<file path="src/design/isa_pkg.sv">
`default_nettype none

package isa_pkg;

    localparam int XLEN   = 32;
    localparam int REG_AW = 5;

    localparam logic [5:0] OP_SPECIAL = 6'h00;
    localparam logic [5:0] OP_REGIMM  = 6'h01;
    localparam logic [5:0] OP_J       = 6'h02;
    localparam logic [5:0] OP_JAL     = 6'h03;
    localparam logic [5:0] OP_BEQ     = 6'h04;
    localparam logic [5:0] OP_BNE     = 6'h05;
    localparam logic [5:0] OP_BLEZ    = 6'h06;
    localparam logic [5:0] OP_BGTZ    = 6'h07;
    localparam logic [5:0] OP_ADDI    = 6'h08;
    localparam logic [5:0] OP_ADDIU   = 6'h09;
    localparam logic [5:0] OP_SLTI    = 6'h0a;
    localparam logic [5:0] OP_SLTIU   = 6'h0b;
    localparam logic [5:0] OP_ANDI    = 6'h0c;
    localparam logic [5:0] OP_ORI     = 6'h0d;
    localparam logic [5:0] OP_XORI    = 6'h0e;
    localparam logic [5:0] OP_LUI     = 6'h0f;
    localparam logic [5:0] OP_LB      = 6'h20;
    localparam logic [5:0] OP_LH      = 6'h21;
    localparam logic [5:0] OP_LW      = 6'h23;
    localparam logic [5:0] OP_LBU     = 6'h24;
    localparam logic [5:0] OP_LHU     = 6'h25;
    localparam logic [5:0] OP_SB      = 6'h28;
    localparam logic [5:0] OP_SH      = 6'h29;
    localparam logic [5:0] OP_SW      = 6'h2b;

    // shift group shares bit 2 (variable) and bits 1:0 (kind)
    localparam logic [5:0] FN_SLL  = 6'h00;
    localparam logic [5:0] FN_SRL  = 6'h02;
    localparam logic [5:0] FN_SRA  = 6'h03;
    localparam logic [5:0] FN_SLLV = 6'h04;
    localparam logic [5:0] FN_SRLV = 6'h06;
    localparam logic [5:0] FN_SRAV = 6'h07;
    localparam logic [5:0] FN_JR   = 6'h08;
    localparam logic [5:0] FN_JALR = 6'h09;
    localparam logic [5:0] FN_ADD  = 6'h20;
    localparam logic [5:0] FN_ADDU = 6'h21;
    localparam logic [5:0] FN_SUB  = 6'h22;
    localparam logic [5:0] FN_SUBU = 6'h23;
    localparam logic [5:0] FN_AND  = 6'h24;
    localparam logic [5:0] FN_OR   = 6'h25;
    localparam logic [5:0] FN_XOR  = 6'h26;
    localparam logic [5:0] FN_NOR  = 6'h27;
    localparam logic [5:0] FN_SLT  = 6'h2a;
    localparam logic [5:0] FN_SLTU = 6'h2b;

    localparam logic [4:0] RT_BLTZ = 5'h00;
    localparam logic [4:0] RT_BGEZ = 5'h01;
    localparam logic [4:0] RA_REG  = 5'd31;

    typedef struct packed {
        logic [5:0]        op;
        logic [REG_AW-1:0] rs;
        logic [REG_AW-1:0] rt;
        logic [REG_AW-1:0] rd;
        logic [4:0]        sa;
        logic [5:0]        funct;
    } r_fmt_t;

    typedef struct packed {
        logic [5:0]        op;
        logic [REG_AW-1:0] rs;
        logic [REG_AW-1:0] rt;
        logic [15:0]       imm16;
    } i_fmt_t;

    typedef struct packed {
        logic [5:0]  op;
        logic [25:0] target26;
    } j_fmt_t;

    typedef union packed {
        r_fmt_t r_fmt;
        i_fmt_t i_fmt;
        j_fmt_t j_fmt;
    } instr_u;

endpackage

`default_nettype wire

</file>
<file path="src/design/ctrl_pkg.sv">
`default_nettype none

package ctrl_pkg;

    import isa_pkg::*;

    typedef enum logic [3:0] {
        ALU_NOP,
        ALU_ADD,
        ALU_SUB,
        ALU_SLT,
        ALU_SLTU,
        ALU_AND,
        ALU_OR,
        ALU_XOR,
        ALU_NOR,
        ALU_SLL,
        ALU_SRL,
        ALU_SRA,
        ALU_LUI
    } alu_op_e;

    typedef enum logic [3:0] {
        LS_NOP,
        LS_LB,
        LS_LBU,
        LS_LH,
        LS_LHU,
        LS_LW,
        LS_SB,
        LS_SH,
        LS_SW
    } ls_op_e;

    typedef enum logic {
        SRC_A_RS,
        SRC_A_RT
    } src_a_e;

    // five choices, so three bits
    typedef enum logic [2:0] {
        SRC_B_NOP,
        SRC_B_RT,
        SRC_B_IMM,
        SRC_B_RS,
        SRC_B_SA
    } src_b_e;

    typedef enum logic [1:0] {
        FWD_REG,
        FWD_EX_RES,
        FWD_MEM_RES,
        FWD_MEM_LOAD
    } fwd_sel_e;

    typedef struct packed {
        logic            valid;
        logic [XLEN-1:0] pc;
        instr_u          instr;
    } fetch_in_t;

    typedef struct packed {
        logic [XLEN-1:0] ex_res;
        logic [XLEN-1:0] mem_res;
        logic [XLEN-1:0] mem_load;
    } fwd_bus_t;

    typedef struct packed {
        logic              ena;
        logic [REG_AW-1:0] addr;
        logic [XLEN-1:0]   data;
    } reg_wr_t;

    typedef struct packed {
        alu_op_e           alu_op;
        src_a_e            src_a;
        src_b_e            src_b;
        ls_op_e            ls_op;
        logic              wb_from_mem;
        logic              link;
        logic              w_reg_ena;
        logic [REG_AW-1:0] w_reg_dst;
        logic              sign_ext;
        logic              check_ov;
        logic              is_ri;
        logic              is_branch;
        logic              is_j_imm;
        logic              is_jr;
    } ctrl_t;

    typedef struct packed {
        logic              valid;
        logic [XLEN-1:0]   pc;
        logic [REG_AW-1:0] rs;
        logic [REG_AW-1:0] rt;
        logic [4:0]        sa;
        logic [XLEN-1:0]   rs_data;
        logic [XLEN-1:0]   rt_data;
        logic [XLEN-1:0]   ext_imme;
        ctrl_t             ctrl;
        logic              take_jmp;
        logic [XLEN-1:0]   jmp_target;
    } decode_out_t;

endpackage

`default_nettype wire

</file>
<file path="src/design/operand_fetch.sv">
`timescale 1ns/10ps
`default_nettype none

module operand_fetch import isa_pkg::*, ctrl_pkg::*; (
    input  logic              clk,
    input  logic              rst,
    input  logic [REG_AW-1:0] rs_addr,
    input  logic [REG_AW-1:0] rt_addr,
    input  fwd_sel_e          fwd_rs_sel,
    input  fwd_sel_e          fwd_rt_sel,
    input  fwd_bus_t          fwd,
    input  reg_wr_t           wb,
    output logic [XLEN-1:0]   rs_data,
    output logic [XLEN-1:0]   rt_data
);

    // r0 has no storage
    logic [XLEN-1:0] rf [1:(2**REG_AW)-1];
    logic [XLEN-1:0] rs_reg;
    logic [XLEN-1:0] rt_reg;

    function automatic logic [XLEN-1:0] pick(input fwd_sel_e sel,
                                             input fwd_bus_t bus,
                                             input logic [XLEN-1:0] reg_val);
        case (sel)
            FWD_EX_RES:   return bus.ex_res;
            FWD_MEM_RES:  return bus.mem_res;
            FWD_MEM_LOAD: return bus.mem_load;
            default:      return reg_val;
        endcase
    endfunction

    always_ff @(posedge clk) begin
        if (rst) begin
            for (int i = 1; i < 2**REG_AW; i++) begin
                rf[i] <= '0;
            end
        end else if (wb.ena && wb.addr != '0) begin
            rf[wb.addr] <= wb.data;
        end
    end

    // same-cycle write is not bypassed here, forwarding covers it
    assign rs_reg = (rs_addr == '0) ? '0 : rf[rs_addr];
    assign rt_reg = (rt_addr == '0) ? '0 : rf[rt_addr];

    assign rs_data = pick(fwd_rs_sel, fwd, rs_reg);
    assign rt_data = pick(fwd_rt_sel, fwd, rt_reg);

endmodule

`default_nettype wire

</file>
<file path="src/design/ctrl_decode.sv">
`timescale 1ns/10ps
`default_nettype none

module ctrl_decode import isa_pkg::*, ctrl_pkg::*; (
    input  instr_u instr,
    output ctrl_t  ctrl
);

    logic [REG_AW-1:0] dst;
    logic              wr;
    logic              ri;

    always_comb begin
        ctrl = '0;
        dst  = '0;
        wr   = 1'b0;
        ri   = 1'b0;
        case (instr.r_fmt.op)
            OP_SPECIAL: begin
                dst        = instr.r_fmt.rd;
                wr         = 1'b1;
                ctrl.src_b = SRC_B_RT;
                case (instr.r_fmt.funct)
                    FN_ADD: begin
                        ctrl.alu_op   = ALU_ADD;
                        ctrl.check_ov = 1'b1;
                    end
                    FN_SUB: begin
                        ctrl.alu_op   = ALU_SUB;
                        ctrl.check_ov = 1'b1;
                    end
                    FN_ADDU: ctrl.alu_op = ALU_ADD;
                    FN_SUBU: ctrl.alu_op = ALU_SUB;
                    FN_SLT:  ctrl.alu_op = ALU_SLT;
                    FN_SLTU: ctrl.alu_op = ALU_SLTU;
                    FN_AND:  ctrl.alu_op = ALU_AND;
                    FN_OR:   ctrl.alu_op = ALU_OR;
                    FN_XOR:  ctrl.alu_op = ALU_XOR;
                    FN_NOR:  ctrl.alu_op = ALU_NOR;
                    FN_SLL, FN_SRL, FN_SRA, FN_SLLV, FN_SRLV, FN_SRAV: begin
                        ctrl.src_a = SRC_A_RT;
                        if (instr.r_fmt.funct[2]) begin
                            ctrl.src_b = SRC_B_RS;
                        end else begin
                            ctrl.src_b = SRC_B_SA;
                        end
                        // funct[1:0]: 00 left, 10 logical right, 11 arithmetic
                        if (!instr.r_fmt.funct[1]) begin
                            ctrl.alu_op = ALU_SLL;
                        end else if (instr.r_fmt.funct[0]) begin
                            ctrl.alu_op = ALU_SRA;
                        end else begin
                            ctrl.alu_op = ALU_SRL;
                        end
                    end
                    FN_JR: begin
                        ctrl.src_b = SRC_B_NOP;
                        ctrl.is_jr = 1'b1;
                        wr         = 1'b0;
                    end
                    FN_JALR: begin
                        ctrl.src_b = SRC_B_NOP;
                        ctrl.is_jr = 1'b1;
                        ctrl.link  = 1'b1;
                    end
                    default: ri = 1'b1;
                endcase
            end
            OP_REGIMM: begin
                if (instr.i_fmt.rt == RT_BLTZ || instr.i_fmt.rt == RT_BGEZ) begin
                    ctrl.is_branch = 1'b1;
                end else begin
                    ri = 1'b1;
                end
            end
            OP_J: ctrl.is_j_imm = 1'b1;
            OP_JAL: begin
                ctrl.is_j_imm = 1'b1;
                ctrl.link     = 1'b1;
                dst           = RA_REG;
                wr            = 1'b1;
            end
            OP_BEQ, OP_BNE, OP_BLEZ, OP_BGTZ: ctrl.is_branch = 1'b1;
            OP_ADDI, OP_ADDIU, OP_SLTI, OP_SLTIU, OP_ANDI, OP_ORI, OP_XORI, OP_LUI: begin
                ctrl.src_b    = SRC_B_IMM;
                ctrl.sign_ext = !instr.i_fmt.op[2];
                ctrl.check_ov = (instr.i_fmt.op == OP_ADDI);
                dst           = instr.i_fmt.rt;
                wr            = 1'b1;
                case (instr.i_fmt.op)
                    OP_SLTI:  ctrl.alu_op = ALU_SLT;
                    OP_SLTIU: ctrl.alu_op = ALU_SLTU;
                    OP_ANDI:  ctrl.alu_op = ALU_AND;
                    OP_ORI:   ctrl.alu_op = ALU_OR;
                    OP_XORI:  ctrl.alu_op = ALU_XOR;
                    OP_LUI:   ctrl.alu_op = ALU_LUI;
                    default:  ctrl.alu_op = ALU_ADD;
                endcase
            end
            OP_LB, OP_LBU, OP_LH, OP_LHU, OP_LW, OP_SB, OP_SH, OP_SW: begin
                ctrl.alu_op   = ALU_ADD;
                ctrl.src_b    = SRC_B_IMM;
                ctrl.sign_ext = 1'b1;
                // loads sit below 6'h28, stores at or above
                ctrl.wb_from_mem = !instr.i_fmt.op[3];
                wr               = !instr.i_fmt.op[3];
                dst              = instr.i_fmt.rt;
                case (instr.i_fmt.op)
                    OP_LB:   ctrl.ls_op = LS_LB;
                    OP_LBU:  ctrl.ls_op = LS_LBU;
                    OP_LH:   ctrl.ls_op = LS_LH;
                    OP_LHU:  ctrl.ls_op = LS_LHU;
                    OP_LW:   ctrl.ls_op = LS_LW;
                    OP_SB:   ctrl.ls_op = LS_SB;
                    OP_SH:   ctrl.ls_op = LS_SH;
                    default: ctrl.ls_op = LS_SW;
                endcase
            end
            default: ri = 1'b1;
        endcase

        if (ri) begin
            ctrl       = '0;
            ctrl.is_ri = 1'b1;
        end else begin
            ctrl.w_reg_dst = dst;
            ctrl.w_reg_ena = wr && (dst != '0);
        end
    end

endmodule

`default_nettype wire

</file>
<file path="src/design/branch_issue.sv">
`timescale 1ns/10ps
`default_nettype none

module branch_issue import isa_pkg::*, ctrl_pkg::*; (
    input  logic            clk,
    input  logic            rst,
    input  fetch_in_t       in,
    input  ctrl_t           ctrl,
    input  logic [XLEN-1:0] rs_data,
    input  logic [XLEN-1:0] rt_data,
    output decode_out_t     out
);

    logic            rs_neg;
    logic            rs_zero;
    logic            cond;
    logic            take;
    logic [XLEN-1:0] br_target;
    decode_out_t     nxt;

    assign rs_neg  = rs_data[XLEN-1];
    assign rs_zero = (rs_data == '0);

    always_comb begin
        case (in.instr.i_fmt.op)
            OP_BEQ:    cond = (rs_data == rt_data);
            OP_BNE:    cond = (rs_data != rt_data);
            OP_BLEZ:   cond = rs_neg || rs_zero;
            OP_BGTZ:   cond = !rs_neg && !rs_zero;
            OP_REGIMM: cond = (in.instr.i_fmt.rt == RT_BGEZ) ? !rs_neg : rs_neg;
            default:   cond = 1'b0;
        endcase
    end

    assign take = ctrl.is_j_imm || ctrl.is_jr || (ctrl.is_branch && cond);

    // pc+4 plus word offset
    assign br_target = in.pc + XLEN'(4)
                     + {{(XLEN-18){in.instr.i_fmt.imm16[15]}}, in.instr.i_fmt.imm16, 2'b00};

    always_comb begin
        nxt         = '0;
        nxt.valid   = in.valid;
        nxt.pc      = in.pc;
        nxt.rs      = in.instr.r_fmt.rs;
        nxt.rt      = in.instr.r_fmt.rt;
        nxt.sa      = in.instr.r_fmt.sa;
        nxt.rs_data = rs_data;
        nxt.rt_data = rt_data;
        if (ctrl.sign_ext) begin
            nxt.ext_imme = {{(XLEN-16){in.instr.i_fmt.imm16[15]}}, in.instr.i_fmt.imm16};
        end else begin
            nxt.ext_imme = {{(XLEN-16){1'b0}}, in.instr.i_fmt.imm16};
        end
        nxt.ctrl           = ctrl;
        nxt.ctrl.w_reg_ena = ctrl.w_reg_ena && in.valid;
        nxt.take_jmp       = take && in.valid;
        if (ctrl.is_j_imm) begin
            nxt.jmp_target = {in.pc[XLEN-1:XLEN-4], in.instr.j_fmt.target26, 2'b00};
        end else if (ctrl.is_jr) begin
            nxt.jmp_target = rs_data;
        end else begin
            nxt.jmp_target = br_target;
        end
    end

    always_ff @(posedge clk) begin
        if (rst) begin
            out <= '0;
        end else begin
            out <= nxt;
        end
    end

endmodule

`default_nettype wire

</file>
<file path="src/design/decode_stage.sv">
`timescale 1ns/10ps
`default_nettype none

module decode_stage import isa_pkg::*, ctrl_pkg::*; (
    input  logic        clk,
    input  logic        rst,
    input  fetch_in_t   in,
    input  fwd_sel_e    fwd_rs_sel,
    input  fwd_sel_e    fwd_rt_sel,
    input  fwd_bus_t    fwd,
    input  reg_wr_t     wb,
    output decode_out_t out
);

    ctrl_t           ctrl;
    logic [XLEN-1:0] rs_data;
    logic [XLEN-1:0] rt_data;

    operand_fetch u_operand_fetch (
        .clk        (clk),
        .rst        (rst),
        .rs_addr    (in.instr.r_fmt.rs),
        .rt_addr    (in.instr.r_fmt.rt),
        .fwd_rs_sel (fwd_rs_sel),
        .fwd_rt_sel (fwd_rt_sel),
        .fwd        (fwd),
        .wb         (wb),
        .rs_data    (rs_data),
        .rt_data    (rt_data)
    );

    ctrl_decode u_ctrl_decode (
        .instr (in.instr),
        .ctrl  (ctrl)
    );

    branch_issue u_branch_issue (
        .clk     (clk),
        .rst     (rst),
        .in      (in),
        .ctrl    (ctrl),
        .rs_data (rs_data),
        .rt_data (rt_data),
        .out     (out)
    );

endmodule

`default_nettype wire

</file>
<file path="config.mk">
export PLATFORM = sky130hd
export DESIGN_NAME = decode_stage
export DESIGN_NICKNAME = d
export VERILOG_FILES = /design/src/design/isa_pkg.sv /design/src/design/ctrl_pkg.sv /design/src/design/operand_fetch.sv /design/src/design/ctrl_decode.sv /design/src/design/branch_issue.sv /design/src/design/decode_stage.sv
export SDC_FILE = /design/constraint.sdc
export NUM_CORES = 2
export LEC_CHECK = 0
export BUFFER_PORTS_ARGS = -buffer_cell sky130_fd_sc_hd__buf_2
export CELL_PAD_IN_SITES_DETAIL_PLACEMENT = 0
export CELL_PAD_IN_SITES_GLOBAL_PLACEMENT = 1
export CORE_MARGIN = 8
export CORE_UTILIZATION = 51
export DETAILED_ROUTE_END_ITERATION = 8
export PLACE_DENSITY = 0.81
export SYNTH_ARGS = -nofsm -noshare
export SYNTH_HDL_FRONTEND = slang
export SYNTH_SLANG_ARGS = --single-unit
</file>
<file path="constraint.sdc">
create_clock -name clk -period 4.2 [get_ports clk]
set_input_delay 0.21 -clock clk [delete_from_list [all_inputs] [get_ports clk]]
set_output_delay 0.21 -clock clk [all_outputs]
set_load 0.005 [all_outputs]
</file>
==> metrics <==
Leak 0.02818 uW; Area Overhead vs Synth 17.69%; Synth warnings 0; number of synthesized flops with an enable pin 1,024; num ports 408; Worst R2R Path Depth 9; Final Max Slew Viols 0; max-cap viol count 0; Total Routing Usage GR 0.3720; Rel. slew slack 0.1988; pwr dens 402.9 mW/mm2; TritonCTS buffer count 135; CP Data Arrival Time 4.91 ns; chip width 370.9 um; status completed; final cell count without fillers 7,104; Crit. End Element flip-flop; # nets final 5,583; top post-synthesis cells by area edfxtp_1, mux4_2, and2_1; unrepaired setup endpoints after global routing no; Placer Congestion 1.003; post-synthesis async set-or-reset flop share 0; Seq/Total Area, Yosys 0.5356; met2 usage 0.5525; Die Y-Extent 370.9 um; share of the synthesized area in the top cell type 0.4786; mapped cell area 0.06425 mm2; final clock skew 0.03927 ns; GR Util met3 0.1558; global-route wire length before repair 358,700 um; final worst path period share 0.9980; hold crit path type primary input to flip-flop; Worst-Skew Late Latency 0.80 ns; CTS tree yes; clk buf depth 3; global-route met1 utilization 0.4498; Routed WL 261,800 um; vias in the first global route 47,267; Initial Utilization 0.5130; DRC errors left 0; Port Buf Inserts 407; Clock Sinks 1,207; dpl hpwl 179,900 um; wire per inst 36.85 um; DRT antenna net count 0; Mapped Avg Cell Area 13.72 um2; Most used DFF post-synth edfxtp_1; Synth Instances 4,683; Pre-Repair DR Iteration Count 6; R2R Setup Slk 0.008 ns; via count 48,214; hold path depth 6; Die ar. 0.1376 mm2; Crit Path Class flip-flop to flip-flop; Worst Tran Pin Value 1.202 ns; layout cells sized above 1 0.3125; Achievable Freq 238.6 MHz; core area 0.1252 mm2; CP Max Fanout 2; setup bufs post-CTS 0; dominant cell type by area after synthesis edfxtp_1; clock root cell clkbuf_16; count leader, synth edfxtp_1; synth unique cells 84; #FFs+latches synth 1,207; gr ovfl total 0; drt initial violations 7,410; Final Hold Fails 0; VDD IR-drop max 446.8 uV; clock slew at reported path FFs 0.06 ns; pre-CTS WS -0.4448 ns; hold_ws 0.04207 ns; layer carrying the most global-route usage met2; crit path time final 4.192 ns; CTS HTree Levels 4; final worst slack 0.008247 ns; largest net degree at the start of global routing 80; Critical Path RT 4.92 ns; placed cells 6,736; vias per cell 6.787; top post-synthesis cells by count edfxtp_1, and2_1, mux4_2; Final setup viols 0; Startpoint Class flip-flop; FP Rows 130; initial antenna violation count 36
-- routing by layer --
metal | share of wire | routed length (um)
met1 | 0.33 | 87590
met2 | 0.43 | 113400
met3 | 0.16 | 41390
met4 | 0.073 | 19170
met5 | 0.00065 | 169
-- sequential cells by signal, indices dropped and copies added, names as in the netlist --
name and flops:
u_branch_issue.out 183, u_operand_fetch.rf 1024
-- path summary, 6_finish.rpt --
| kind | start | endpoint |
|---|---|---|
| setup reg to reg | u_operand_fetch.rf[26][18] | u_branch_issue.out[32] |
| hold reg to reg | u_operand_fetch.rf[18][16] | u_branch_issue.out[139] |
| setup / recovery | u_operand_fetch.rf[26][18] | u_branch_issue.out[32] |
| hold / removal | fwd[55] | u_branch_issue.out[114] |
-- layout by cell type, fill, tap and decap left out, types with 38 or more instances in the layout --
master,count
edfxtp_1,1024
and2_1,1001
mux4_2,486
buf_2,398
buf_4,375
nor2_1,193
dfxtp_1,183
clkbuf_16,139
mux2i_1,120
a21oi_1,101
dlygate4sd3_1,97
nand2_1,90
nor3_1,81
nor2b_1,79
mux2_2,79
a22oi_1,75
o21ai_0,71
ha_1,57
buf_12,55
o22ai_1,54
or2_2,40
a211oi_1,38
-- kinds of logic after synthesis --
kind of cell	Yosys count	share of synthesized area
DFF	1207	0.5356
other	1	0.00005837
and+or+nand+nor	1667	0.1499
muxes	685	0.2029
xor gates and xnor gates	50	0.006816
AOI/OAI and AO/OA	531	0.05679
buffers and inverters	483	0.03636
adders and majority gates	59	0.01157
-- report_power, final --
group          total [uW]  switching, uW  internal [uW]
sequential          14000            361          13700
combinational        4750           2790           1960
clock               11700           5090           6590
total               30500           8240          22200
-- cell type report --
type | count | area (um2)
Antenna cell | 27 | 67.56
Clock buffer | 176 | 3670
Clock inverter | 68 | 628.1
Fill cell | 9734 | 49630
Inverter | 21 | 78.83
Multi-Input combinational cell | 3024 | 27730
Sequential cell | 1207 | 34410
Tap cell | 1650 | 2064
Timing Repair Buffer | 931 | 6960
-- metrics by stage --
stage	instance area (um2)	utilization	setup TNS, ns	total power, uW
6_report	75620	0.6037	0	30470
5_1_grt	75560	0.6033	0	31090
4_1_cts	75540	0.6031	0	30310
3_5_place_dp	70270	0.5611	-0.4448	18760
3_3_place_gp	70270	0.5611	-0.3896	18690
2_1_floorplan	64370	-	0	16580
-- what timing repair did --
| action | CTS | global route |
|---|---|---|
| setup endpoints to repair | 0 | 1 |
| hold buffers | 97 | 0 |
| gates resized for setup | 0 | 1 |
| endpoints found under the hold margin | 135 | 0 |
-- worst max-delay path, cell delays in order, from the launching register on --
cell and delay, ns:
edfxtp_1 0.40, mux4_2 0.49, a22oi_1 0.57, nand3_1 0.41
a222oi_1 0.71, xor2_1 0.28, nor4_1 0.42, nand4_1 0.22
or4_1 0.51, nand3_1 0.10
No activity file was read; power rests on OpenSTA's default activity.
